<file path="config.mk">
export PLATFORM = sky130hd
export DESIGN_NAME = ctrl_top
export DESIGN_NICKNAME = d
export VERILOG_FILES = /design/src/ctrl_pkg.sv /design/src/ctrl_fsm.sv /design/src/ctrl_top.sv /design/src/instr_decoder.sv /design/src/lane_mask.sv
export VERILOG_INCLUDE_DIRS = /design/src /design/src/src
export SDC_FILE = /design/constraint.sdc
export NUM_CORES = 1
export LEC_CHECK = 0
export BUFFER_PORTS_ARGS = -buffer_cell sky130_fd_sc_hd__buf_2
export CAP_MARGIN = 20
export CORE_MARGIN = 4
export CORE_UTILIZATION = 37
export DETAILED_ROUTE_END_ITERATION = 12
export GPL_TIMING_DRIVEN = 0
export SKIP_CTS_REPAIR_TIMING = 1
export SYNTH_ARGS = -nofsm -noshare
export SYNTH_HDL_FRONTEND = slang
export SYNTH_SLANG_ARGS = --single-unit
export TNS_END_PERCENT = 5
</file>
<file path="constraint.sdc">
create_clock -name CLK -period 4.75 [get_ports CLK]
set_clock_uncertainty 0.05 [all_clocks]
set_input_delay 0.7125 -clock CLK [delete_from_list [all_inputs] [get_ports CLK]]
set_output_delay 0.7125 -clock CLK [all_outputs]
set_load 0.01 [all_outputs]
</file>
<file path="src/ctrl_cfg.svh">
`ifndef CTRL_CFG_SVH
`define CTRL_CFG_SVH

// Instruction field widths
`define CTRL_OPCODE_W 7
`define CTRL_FUNCT3_W 3

// Data word geometry
`define CTRL_LANES    4
`define CTRL_OFFSET_W 2

// RV32I base opcodes
`define CTRL_OP_LUI    7'b0110111
`define CTRL_OP_AUIPC  7'b0010111
`define CTRL_OP_IMM    7'b0010011
`define CTRL_OP_REG    7'b0110011
`define CTRL_OP_JAL    7'b1101111
`define CTRL_OP_JALR   7'b1100111
`define CTRL_OP_BRANCH 7'b1100011
`define CTRL_OP_LOAD   7'b0000011
`define CTRL_OP_STORE  7'b0100011

`endif

</file>
<file path="src/ctrl_pkg.sv">
`include "ctrl_cfg.svh"

package ctrl_pkg;

    //////////////////////////////
    // Decode results
    //////////////////////////////

    typedef enum logic [3:0] {
        LUI,
        AUIPC,
        ALU_IMM,
        ALU_REG,
        JAL,
        JALR,
        BRANCH,
        LOAD,
        STORE,
        ILLEGAL
    } instr_class_e;

    typedef enum logic [1:0] {
        BYTE,
        HALF,
        WORD
    } access_size_e;

    // Sequencer states
    typedef enum logic [3:0] {
        READY,
        FETCH,
        EXECUTE,
        WRITEBACK,
        JUMP_SETTLE,      // Jumps already moved the PC
        LOAD_WAIT,
        LOAD_SECOND,
        LOAD_SECOND_WAIT,
        STORE_DONE,
        STORE_SECOND
    } ctrl_state_e;

    //////////////////////////////
    // Datapath controls
    //////////////////////////////

    typedef enum logic [1:0] {SRC_A_REG, SRC_A_PC, SRC_A_ZERO} src_a_e;
    typedef enum logic [1:0] {SRC_B_REG, SRC_B_IMM, SRC_B_FOUR} src_b_e;
    typedef enum logic [1:0] {WB_ALU, WB_MEM, WB_MERGED} wb_sel_e;

    typedef struct packed {
        src_a_e  src_a;
        src_b_e  src_b;
        wb_sel_e wb_sel;
        logic    pc_base_reg; // Jump target relative to rs1
    } datapath_sel_t;

    typedef struct packed {
        logic                   req;
        logic                   we;
        logic [`CTRL_LANES-1:0] be;
        logic                   second; // Address of the next word
    } mem_req_t;

endpackage

</file>
<file path="src/ctrl_fsm.sv">
`include "ctrl_cfg.svh"

module ctrl_fsm
(
    input  logic                    CLK,
    input  logic                    RES,
    input  ctrl_pkg::instr_class_e  cls,
    input  logic                    split,
    input  logic [`CTRL_LANES-1:0]  be,
    input  logic                    instr_gnt,
    input  logic                    instr_r_valid,
    input  logic                    data_gnt,
    input  logic                    data_r_valid,
    output logic                    second_phase,
    output logic                    instr_req,
    output logic                    pc_enable,
    output logic                    pc_jump,
    output logic                    reg_write,
    output logic                    merge_write,
    output ctrl_pkg::datapath_sel_t dp_sel,
    output ctrl_pkg::mem_req_t      dmem
);
    import ctrl_pkg::*;

    ctrl_state_e state;
    ctrl_state_e state_next;

    always_ff @(posedge CLK, posedge RES)
    begin
        if (RES)
        begin
            state <= READY;
        end
        else
        begin
            state <= state_next;
        end
    end

    // Second word of a split access
    assign second_phase = (state == LOAD_SECOND) || (state == STORE_DONE);

    //////////////////////////////
    // Next state and outputs
    //////////////////////////////
    always_comb
    begin
        state_next  = state;
        instr_req   = 1'b0;
        pc_enable   = 1'b0;
        pc_jump     = 1'b0;
        reg_write   = 1'b0;
        merge_write = 1'b0;
        dp_sel      = '{SRC_A_REG, SRC_B_REG, WB_ALU, 1'b0};
        dmem        = '0;

        case (state)
            READY:
            begin
                instr_req = 1'b1;
                if (instr_gnt)
                begin
                    state_next = FETCH;
                end
            end
            FETCH:
            begin
                if (instr_r_valid)
                begin
                    state_next = EXECUTE;
                end
            end
            EXECUTE:
            begin
                case (cls)
                    LUI, AUIPC, ALU_IMM, ALU_REG:
                    begin
                        reg_write  = 1'b1;
                        state_next = WRITEBACK;
                        if (cls == LUI)
                        begin
                            dp_sel.src_a = SRC_A_ZERO;
                        end
                        if (cls == AUIPC)
                        begin
                            dp_sel.src_a = SRC_A_PC;
                        end
                        if (cls != ALU_REG)
                        begin
                            dp_sel.src_b = SRC_B_IMM;
                        end
                    end
                    JAL, JALR:
                    begin
                        dp_sel.src_a       = SRC_A_PC;     // Link value PC + 4
                        dp_sel.src_b       = SRC_B_FOUR;
                        dp_sel.pc_base_reg = (cls == JALR);
                        reg_write          = 1'b1;
                        pc_enable          = 1'b1;
                        pc_jump            = 1'b1;
                        state_next         = JUMP_SETTLE;
                    end
                    BRANCH:
                    begin
                        pc_enable  = 1'b1;                 // Compare rs1 with rs2
                        pc_jump    = 1'b1;
                        state_next = READY;
                    end
                    LOAD, STORE:
                    begin
                        dp_sel.src_b = SRC_B_IMM;          // Address rs1 + imm
                        dmem.req     = 1'b1;
                        dmem.we      = (cls == STORE);
                        dmem.be      = be;
                        if (data_gnt)
                        begin
                            state_next = (cls == STORE) ? STORE_DONE : LOAD_WAIT;
                        end
                    end
                    default: state_next = READY;           // No PC update
                endcase
            end
            WRITEBACK:
            begin
                pc_enable  = 1'b1;
                state_next = READY;
            end
            JUMP_SETTLE: state_next = READY;
            LOAD_WAIT:
            begin
                dp_sel.src_b  = SRC_B_IMM;
                dp_sel.wb_sel = WB_MEM;
                if (data_r_valid)
                begin
                    if (split)
                    begin
                        merge_write = 1'b1;                // Keep the low part
                        state_next  = LOAD_SECOND;
                    end
                    else
                    begin
                        reg_write  = 1'b1;
                        state_next = WRITEBACK;
                    end
                end
            end
            LOAD_SECOND:
            begin
                dp_sel.src_b = SRC_B_IMM;
                dmem.req     = 1'b1;
                dmem.be      = be;
                dmem.second  = 1'b1;
                if (data_gnt)
                begin
                    state_next = LOAD_SECOND_WAIT;
                end
            end
            LOAD_SECOND_WAIT:
            begin
                dp_sel.wb_sel = WB_MERGED;
                if (data_r_valid)
                begin
                    reg_write  = 1'b1;
                    state_next = WRITEBACK;
                end
            end
            STORE_DONE:
            begin
                dp_sel.src_b = SRC_B_IMM;
                if (split)
                begin
                    dmem.req    = 1'b1;
                    dmem.we     = 1'b1;
                    dmem.be     = be;
                    dmem.second = 1'b1;
                    if (data_gnt)
                    begin
                        state_next = STORE_SECOND;
                    end
                end
                else
                begin
                    pc_enable  = 1'b1;
                    state_next = READY;
                end
            end
            STORE_SECOND:
            begin
                pc_enable  = 1'b1;
                state_next = READY;
            end
            default: state_next = READY;
        endcase
    end

endmodule

</file>
<file path="src/ctrl_top.sv">
`include "ctrl_cfg.svh"

module ctrl_top
(
    input  logic                      CLK,
    input  logic                      RES,
    input  logic [`CTRL_OPCODE_W-1:0] opcode,
    input  logic [`CTRL_FUNCT3_W-1:0] funct3,
    input  logic [`CTRL_OFFSET_W-1:0] offset,      // Low address bits
    input  logic                      instr_gnt,
    input  logic                      instr_r_valid,
    input  logic                      data_gnt,
    input  logic                      data_r_valid,
    output logic                      instr_req,
    output logic                      pc_enable,
    output logic                      pc_jump,
    output logic                      reg_write,
    output logic                      merge_write,
    output ctrl_pkg::datapath_sel_t   dp_sel,
    output ctrl_pkg::mem_req_t        dmem
);
    import ctrl_pkg::*;

    instr_class_e           cls;
    access_size_e           size;
    logic [`CTRL_LANES-1:0] be;
    logic                   split;
    logic                   second_phase;

    instr_decoder u_decoder
    (
        .opcode (opcode),
        .funct3 (funct3),
        .cls    (cls),
        .size   (size)
    );

    lane_mask u_lane_mask
    (
        .size         (size),
        .offset       (offset),
        .second_phase (second_phase),
        .be           (be),
        .split        (split)
    );

    ctrl_fsm u_fsm
    (
        .CLK           (CLK),
        .RES           (RES),
        .cls           (cls),
        .split         (split),
        .be            (be),
        .instr_gnt     (instr_gnt),
        .instr_r_valid (instr_r_valid),
        .data_gnt      (data_gnt),
        .data_r_valid  (data_r_valid),
        .second_phase  (second_phase),
        .instr_req     (instr_req),
        .pc_enable     (pc_enable),
        .pc_jump       (pc_jump),
        .reg_write     (reg_write),
        .merge_write   (merge_write),
        .dp_sel        (dp_sel),
        .dmem          (dmem)
    );

endmodule

</file>
<file path="src/instr_decoder.sv">
`include "ctrl_cfg.svh"

module instr_decoder
(
    input  logic [`CTRL_OPCODE_W-1:0] opcode,
    input  logic [`CTRL_FUNCT3_W-1:0] funct3,
    output ctrl_pkg::instr_class_e    cls,
    output ctrl_pkg::access_size_e    size
);
    import ctrl_pkg::*;

    logic load_ok;
    logic store_ok;

    // Access width from funct3, bit 2 is only the load sign
    always_comb
    begin
        size    = WORD;
        load_ok = 1'b1;
        case (funct3)
            3'b000, 3'b100: size = BYTE;
            3'b001, 3'b101: size = HALF;
            3'b010:         size = WORD;
            default:        load_ok = 1'b0;
        endcase
    end

    // Stores have no unsigned variants
    assign store_ok = load_ok && !funct3[2];

    //////////////////////////////
    // Opcode to class
    //////////////////////////////
    always_comb
    begin
        case (opcode)
            `CTRL_OP_LUI:    cls = LUI;
            `CTRL_OP_AUIPC:  cls = AUIPC;
            `CTRL_OP_IMM:    cls = ALU_IMM;
            `CTRL_OP_REG:    cls = ALU_REG;
            `CTRL_OP_JAL:    cls = JAL;
            `CTRL_OP_JALR:   cls = JALR;
            `CTRL_OP_BRANCH: cls = BRANCH;
            `CTRL_OP_LOAD:
            begin
                cls = load_ok ? LOAD : ILLEGAL;
            end
            `CTRL_OP_STORE:
            begin
                cls = store_ok ? STORE : ILLEGAL;
            end
            default:         cls = ILLEGAL;
        endcase
    end

endmodule

</file>
<file path="src/lane_mask.sv">
`include "ctrl_cfg.svh"

module lane_mask
(
    input  ctrl_pkg::access_size_e     size,
    input  logic [`CTRL_OFFSET_W-1:0]  offset,
    input  logic                       second_phase,
    output logic [`CTRL_LANES-1:0]     be,
    output logic                       split
);
    import ctrl_pkg::*;

    logic [2*`CTRL_LANES-1:0] width_mask;
    logic [2*`CTRL_LANES-1:0] span;

    // Contiguous lanes covered by the access, starting at lane 0
    always_comb
    begin
        width_mask = '0;
        case (size)
            BYTE:    width_mask[0]   = 1'b1;
            HALF:    width_mask[1:0] = 2'b11;
            default: width_mask[`CTRL_LANES-1:0] = {`CTRL_LANES{1'b1}};
        endcase
    end

    // Lanes over two words; the upper half spills into the next word
    assign span = width_mask << offset;

    //////////////////////////////
    // Phase select
    //////////////////////////////
    assign split = |span[2*`CTRL_LANES-1:`CTRL_LANES];

    always_comb
    begin
        if (second_phase)
        begin
            be = span[2*`CTRL_LANES-1:`CTRL_LANES]; // Remainder from lane 0
        end
        else
        begin
            be = span[`CTRL_LANES-1:0];
        end
    end

endmodule
</file>
# Word-level counts from Yosys, hierarchy flattened
# Index checks and enable logic that the tools add are counted.
# totals
regBits	4
in_bits	18
out_inout_bits	19
# op_classes
n_shift	1
n_mux	48
n_reduce_logical	20
eq_ne	38
# ops
cell	count
$mux W4	11
$pmux W4 S9	1
$eq A4 B3 Y1 const B	7
$pmux W4 S7	1
$pmux W4 S3	2
$eq A7 B6 Y1 const B	3
$eq A7 B7 Y1 const B	3
$eq A4 B2 Y1 const B	4
$mux W1	16
$pmux W2 S2	4
$eq A7 B5 Y1 const B	2
$eq A4 B4 Y1 const B	3
$reduce_or A2 Y1	6
$ne A2 B2 Y1 const B	5
$pmux W1 S3	3
$eq A4 B1 Y1 const B	2
$logic_not A4 Y1	2
$mux W2	4
$reduce_or A4 Y1	2
$shl A4 B2 Y8	1
$eq A7 B2 Y1 const B	1
$mux W7	1
$reduce_and A7 Y1	1
$eq A3 B3 Y1 const B	2
17 further kinds	20

# Depth between registers and ports, before layout
# Gate-level depths: netlist of run 1.
# depth
ltp_word	11
mapped_depth	9
mapped_depth_nobuf	8

# Hierarchy
# From an unflattened synthesis of run 1, not the netlist that was laid out.
# unflattened
hier_cells	131
hier_area_um2	974.7
# modules_own_cells
mod	n_inst	cells_each	area_per_inst_um2
ctrl_fsm	1	85	699.4
instr_decoder	1	27	176.4
lane_mask	1	19	98.8

# Worst setup path after synthesis of run 1
# OpenSTA, ideal clock, no wires.
# synth_path
kind	input-to-output
startpoint	input port opcode[6]
endpoint	output port dmem[4] in the netlist's numbering
slack_ns	1.759
path_buffers	1
required_ns	3.988
t_arrival_ns	2.229
stages	7
path_cell_list	buf_2 or2_2 o31ai_1 nand2_1 nor3_1 o21ai_1 nor3_1
# synth_lines
item	line_no	rtl
start: declaration	ctrl_top.sv:7	input logic [`CTRL_OPCODE_W-1:0] opcode,
end: declaration	ctrl_top.sv:20	output ctrl_pkg::mem_req_t dmem

==> results of run 1 <==
-- worst paths after layout --
| path | endpoint | slack, ps | depth (start not counted) | start |
|---|---|---|---|---|
| max | dmem[1] | 1450 | 9 | opcode[2] |
| min | u_fsm.state[3]$_DFFE_PP0P_ | 310 | 2 | RES |
| max reg2reg | u_fsm.state[2]$_DFFE_PP0P_ | 2530 | 8 | u_fsm.state[2]$_DFFE_PP0P_ |
| min reg2reg | u_fsm.state[0]$_DFFE_PP0P_ | 690 | 3 | u_fsm.state[2]$_DFFE_PP0P_ |
| max in group asynchronous | u_fsm.state[1]$_DFFE_PP0P_ | 4190 | 2 | RES |
| min in group CLK | u_fsm.state[0]$_DFFE_PP0P_ | 690 | 3 | u_fsm.state[2]$_DFFE_PP0P_ |
-- final cells by class --
class / instances / share of cell area
repair buffers: 34 / 0.1506
flip-flops and latches: 4 / 0.08859
multi-input cells: 115 / 0.6501
clock buffers: 3 / 0.01993
inverters: 6 / 0.01993
plain buffers: 7 / 0.03987
well taps: 28 / 0.03101
-- cells in the mapped netlist (3+ instances only) --
cell type and number:
sky130_fd_sc_hd__nand3_1 3, sky130_fd_sc_hd__nor4_1 3, sky130_fd_sc_hd__nand2_1 18, sky130_fd_sc_hd__and3_1 3, sky130_fd_sc_hd__inv_1 6, sky130_fd_sc_hd__buf_2 3, sky130_fd_sc_hd__and2_1 5, sky130_fd_sc_hd__o21ai_0 6
sky130_fd_sc_hd__nand3b_1 3, sky130_fd_sc_hd__nor2_1 12, sky130_fd_sc_hd__dfrtp_1 4, sky130_fd_sc_hd__a21oi_1 10, sky130_fd_sc_hd__nor2b_1 6, sky130_fd_sc_hd__nor3_1 6, sky130_fd_sc_hd__o22ai_1 3
-- cell families after synthesis --
group | count (synthesis)
AO/OA/AOI/OAI | 37
flip-flops | 4
multiplexers | 3
AND/OR/NAND/NOR | 73
XOR/XNOR | 2
buffers and inverters | 13
-- per-layer routing --
layer / up-vias / wire length [microns]
li1: 563 / -
met1: 516 / 1204
met2: 44 / 1266
met3: 2 / 218
met4: 0 / 7
met5: - / 0
-- worst max-delay path, stage by stage --
cell and delay (ps):
sky130_fd_sc_hd__buf_2 140, sky130_fd_sc_hd__or2_1 240, sky130_fd_sc_hd__a211oi_2 220, sky130_fd_sc_hd__o2111a_1 280
sky130_fd_sc_hd__buf_6 150, sky130_fd_sc_hd__nor3_1 50, sky130_fd_sc_hd__o21ai_1 420, sky130_fd_sc_hd__o21ai_0 160
sky130_fd_sc_hd__buf_2 160
-- report_power, final --
group	switching [mW]	leakage, nW	internal (mW)
clock network	0.0143	0.0138	0.0283
registers	0.0127	0.0526	0.0429
logic	0.0966	0.500	0.0742
total	0.124	0.566	0.145
-- per-stage QoR --
step	worst slack [ps]	std cells	cell area, sq um	util
3_3_place_gp	1482	194	1107	0.4865
4_1_cts	1444	197	1130	0.4964
2_1_floorplan	1759	132	902.1	-
5_1_grt	1262	197	1130	0.4964
6_report	1455	197	1130	0.4964
3_5_place_dp	1479	194	1107	0.4865
==> out/summary.md, run 1 <==
The run finished with clean final reports. The detailed-route via count was 1125; the total CTS buffers was 3. The initial antenna violation count came out at 0.

The run gives 1 as the total number of H-tree levels. I/O pin count: 37. Hold timing on the final database bottoms out at a slack of 305.3 ps. The later pin in the worst-skew pair is clocked with a latency of 230 ps. The register with the most flip-flops in the layout has 4 of them. The first-pass iteration count of the detailed router is 4. The register with the most flip-flops in the final layout is u_fsm.state. The data arrival time of the critical path was 2530 ps; the final layout net count was 189. The total grt overflow was 0; the number of enable-type register cells in the synthesized netlist was 0. In the synthesized netlist the dominant register cell turns out to be sky130_fd_sc_hd__dfrtp_1. The die is 57.38 microns wide. For the met1 routing resource usage after global routing, the log shows 0.2181. In this run, synthesis produced a sequential element count of 4. In this run the vertical extent of the chip is 57.38 microns. In the layout the commonest cells are 37 x sky130_fd_sc_hd__buf_2, 18 x sky130_fd_sc_hd__nand2_1, 12 x sky130_fd_sc_hd__nor2_1. The number of slew-limit violations in the final report is 0, and the number of remaining DRC errors is 0. Global-route track usage on met3: 0.03167.

The most frequent standard cell in the layout excluding fill and tap cells is sky130_fd_sc_hd__buf_2. After clock tree synthesis, the clock-pin slew on the worst setup and hold paths is 40 ps. The number of synthesis warnings was 0; the via density per instance was 5.711.

Sorting the synthesized cells by area gives the leading types as sky130_fd_sc_hd__dfrtp_1 11%, sky130_fd_sc_hd__nand2_1 7.5%, sky130_fd_sc_hd__a21oi_1 5.5%. For this design the static power due to leakage is 0.5664 nW. The number of port buffers was 34.

The deepest clock path buffer count is 2, and the storage element area is 100.1 sq um. Setup repair after global routing left no endpoint under its margin. In this run the mean area of a mapped cell was 6.834 sq um. The synthesized design spends more area on one cell type than any other, namely sky130_fd_sc_hd__dfrtp_1. By area, the combinational part of the netlist is dominated by simple AND/OR/NAND/NOR gates.

The via count of the first global-routing pass was 1026; the portion of netlist area occupied by mux cells was 0.04577. The peak supply drop was 0.1583 mV. The critical path launch point type was an input port. The routed design has 2.697 mm of wire. Static timing analysis puts the maximum clock frequency at 0.3035 GHz. For the pin with the worst max-slew slack, the measured transition is 506.8 ps. Counting I/O delays and the setup requirement, the final critical path takes 3295 ps. The final routed wire length divided by cell count is 13.69 microns. The max-capacitance violation count is 0. The area of the core region came out at 0.002276 sq mm. The tools report the number of nets produced by synthesis as 150. In this run the power density over the cells is 238.0 mW/mm^2. The cell area that synthesis handed to floorplanning was 902.1 sq um. The first global-routing pass estimated 4.436 mm of wire.

Area share of the largest cell type after synthesis: 0.1110. After technology mapping, the gate count stands at 132. The tools report the clock tree root buffer cell as sky130_fd_sc_hd__clkbuf_4. The final period utilization is 0.6937, and the starting DRC count in detailed routing is 18. The unique cell type count in the Yosys netlist is 46. The largest registers in the layout are u_fsm.state: 4 flops. Number of hold-slack violations in the final timing report: 0. The layer with the highest usage is met2. The setup-violating endpoint count in the final report was 0; the post-synthesis simple-gate area fraction was 0.4577. The area fraction in compound gates after synthesis is 0.2913, and the full die area is 0.003292 sq mm. The layout overhead on the synthesized area was 25.24%; the multi-input combinational cell area was 734.5 sq um.

The detailed placement HPWL is 2.204 mm. The filler cell count was 241; the overall track demand over capacity in global routing was 0.1625. Entering global routing, the biggest net connects 11 pins. The worst setup path is of the in2out kind. STA classifies the critical path endpoint as an output pin. For the global placer's final weighted congestion, the log shows 0.7745.

TritonCTS built the clock tree. Power comes to 0.2689 mW. The floorplan has 17 rows.

For the sequential fraction of the synthesis area, the log shows 0.1110. Critical-path maximum fanout: 10. Kind of path behind the tightest hold check: in2async. In this run the remaining antenna-violating nets after routing total 0. Starting density of the core: 0.3964. Area share of fa/ha/maj cells after synthesis: 0. The share of post-route cells with drive strength above 1 is 0.3432, and the number of clock sinks is 4. The post-synthesis async set-or-reset flop share was 1.000. For the final routed database, the setup TNS stands at 0 ps.

For the worst setup path, the data required time is 3990 ps. The headroom to the max-slew limit is 0.6613, and the global-route met2 utilization is 0.2581. 0 antenna diodes ended up in the layout.

The synthesized-area fraction occupied by xor and xnor cells works out to 0.01942.
(Power assumes the default switching activity.)
==> inputs of run 2 (changes only) <==
PLACE_DENSITY = 0.67   (was not set)
clock period = 2.7 ns   (was 4.75 ns; I/O delays follow)
==> out/summary.md, run 2 (synthesis gave the netlist of run 1 again) <==
The static leakage power was 0.5728 nW (+1.1%). Count of buffer and inverter cells on the critical path: 2 (-1). For the starting DRC count in detailed routing, the log shows 30 (+12). The flow ran to the end, but the final reports show violations. The number of port buffers works out to 34 (unchanged). The peak supply drop was 0.3812 mV (+140%). The logs give 2130 ps (-400 ps) for the data arrival time of the critical path and 0.2839 (+0.02581) for the global-route met2 utilization. The required time of the critical path is 2250 ps (-1740 ps), and the transition at the pin with the smallest max-transition slack is 475.9 ps (-30.82 ps). Met1 routing resource usage after global routing: 0.2173 (-0.0007518). TritonCTS built the clock tree. The critical-path maximum fanout came out at 10 (unchanged). Critical path startpoint: u_fsm.state[2]$_DFFE_PP0P_.

The final reports fail on negative hold slack. The number of slew-limit violations in the final report was 0 (unchanged). The clock latency at the later pin of the worst-skew pair came out at 230 ps (about the same). The initial antenna violation count was 0 (unchanged); the total number of H-tree levels was 1 (unchanged).

The width of the die works out to 57.38 microns (unchanged). The starting density of the core was 0.3964 (unchanged). The kind of path behind the tightest hold check is in2async. The depth of the worst register-to-register path is 8 (unchanged), and the share of post-route cells with drive strength above 1 is 0.3728 (+0.02959). The logs give 0 (unchanged) for the count of antenna diodes in the layout and 0.3867 GHz for the fmax. For the overall track demand over capacity in global routing, the log shows 0.1667 (+0.004283).

The floorplan die height came out at 57.38 microns (unchanged). The run gives 11 (unchanged) as the maximum number of pins on one net before global-route repair. The signal on the critical path passes through buf_2 > or3b_2 > a21oi_4 > xnor2_1 > a22oi_1 > a21oi_1 > buf_2.

Number of clock sinks: 4 (unchanged). The filler cell count is 227 (-5.8%). The critical path depth in cells was 7 (-2). The via density per instance was 5.721 (+0.18%); the flip-flop count of the largest register, all copies and words added was 4 (unchanged). The number of remaining DRC errors came out at 0 (unchanged).

The worst register-to-register path begins at u_fsm.state[2]$_DFFE_PP0P_. The via count of the first global-routing pass came out at 1063 (+3.6%). The clock tree root buffer cell is sky130_fd_sc_hd__clkbuf_4. The layer with the highest usage is met2.

The final layout net count was 189 (unchanged); the minimum clock period was 2586 ps. The total CTS buffers came out at 3 (unchanged). The slowest stage of the critical path is the sky130_fd_sc_hd__or3b_2 cell. The tools report the first-pass iteration count of the detailed router as 4 (unchanged). The type of element capturing the critical path was an output pin. The area of the core region is 0.002276 sq mm (unchanged).

The max-capacitance violation count was 0 (unchanged). The tools report the global placer's final weighted congestion as 0.8044 (+3.9%). The top register by number of flip-flops was u_fsm.state. The global-route wire length before repair is 4.533 mm (+2.2%). The library cells used most frequently in the layout, excluding fill and tap cells, are 37 x sky130_fd_sc_hd__buf_2, 18 x sky130_fd_sc_hd__nand2_1, 12 x sky130_fd_sc_hd__nor2_1. The setup-violating endpoint count in the final report was 0 (unchanged); the final routed wire length divided by cell count was 14.64 microns (+7.0%). The clock transition time at the flip-flop clock pins of the worst setup and hold paths works out to 40 ps (about the same). The critical path launch point type is a flop.

The smallest hold slack was -0.5888 ps (-305.9 ps). The run gives 17 (unchanged) as the number of rows in the core area. The tools report the detailed-route via count as 1127 (+0.18%). The number of hold-slack violations in the final timing report came out at 4 (+4). The full die area is 0.003292 sq mm (unchanged). For the reg2reg setup slack, the log shows 380 ps (-2150 ps). The worst setup path is of the reg2out kind.

Setup repair after global routing could not meet its margin everywhere. Global-route track usage on met3: 0.02262 (-0.009050). The delay of the slowest cell on the worst path is 520 ps (+100 ps), and the power per standard cell area is 417.2 mW/mm^2 (+75%).

The utilization of the core after routing was 0.5179 (+0.02144). The final period utilization was 0.9578. Relative to the synthesized area, the layout overhead comes to 30.65%. The headroom to the max-slew limit came out at 0.6798 (+0.01851). Leaving out fill and tap cells, the most frequent cell in the layout is sky130_fd_sc_hd__buf_2. Residual antenna-violating net count after detailed routing: 0 (unchanged). The largest registers in the layout are u_fsm.state: 4 flops.

The kind of cell adding the most delay to the critical path was simple AND/OR/NAND/NOR gates. The total grt overflow is 0 (unchanged), and the I/O pin count is 37 (unchanged). The cell repeated most along the worst path was sky130_fd_sc_hd__buf_2.

The deepest clock path buffer count is 2 (unchanged), and the sum of routed wire length over all layers is 2.885 mm (+7.0%). The logs give 0.4917 mW (+83%) for the total power of the final layout and 2.244 mm (+1.8%) for the detailed placement HPWL.
-- run 2: cell counts in the layout (fill, tap and decap cells not counted) --
Identical to the previous run, type by type.
-- run 2: worst reg2reg max path, delay by kind of cell (launching register included) --
family	cells	cell delay [ps]
flops	1	420
simple gates	3	720
mux	1	300
compound gates	2	430
buf+inv	2	280
-- run 2: layout make-up --
type | count | area (sq um) | area share
Multi-Input combinational cell | 115 | 783.3 | 0.6645
Timing Repair Buffer | 34 | 170.2 | 0.1444
Sequential cell | 4 | 100.1 | 0.08493
Buffer | 7 | 45.04 | 0.03822
Tap cell | 28 | 35.03 | 0.02972
Clock buffer | 3 | 22.52 | 0.01911
Inverter | 6 | 22.52 | 0.01911
-- run 2: per-layer routing --
layer | vias to the layer above | share of wire
met2 | 34 | 0.49
li1 | 556 | -
met4 | 0 | 0.0066
met5 | - | 0
met1 | 535 | 0.45
met3 | 2 | 0.056
-- run 2: final timing paths --
check / end
max: dmem[2]
min: u_fsm.state[2]$_DFFE_PP0P_
max reg2reg: u_fsm.state[2]$_DFFE_PP0P_
min reg2reg: u_fsm.state[3]$_DFFE_PP0P_
max in group asynchronous: u_fsm.state[1]$_DFFE_PP0P_
min in group CLK: u_fsm.state[1]$_DFFE_PP0P_
-- run 2: stage by stage --
stage	cell area [sq um]	worst slack, ps	cells	setup TNS, ps
CTS	1130	-85.68	197	-217.5
global route	1179	-16.82	197	-37.88
finish	1179	114.0	197	0
global placement	1107	65.24	194	0
detailed placement	1107	42.42	194	0
floorplan	902.1	323.8	132	0
-- run 2: power breakdown --
part | switching (mW) | internal (mW) | total, mW
clock | 0.0237 | 0.0497 | 0.0734
sequential | 0.0247 | 0.0754 | 0.100
combinational | 0.180 | 0.138 | 0.318
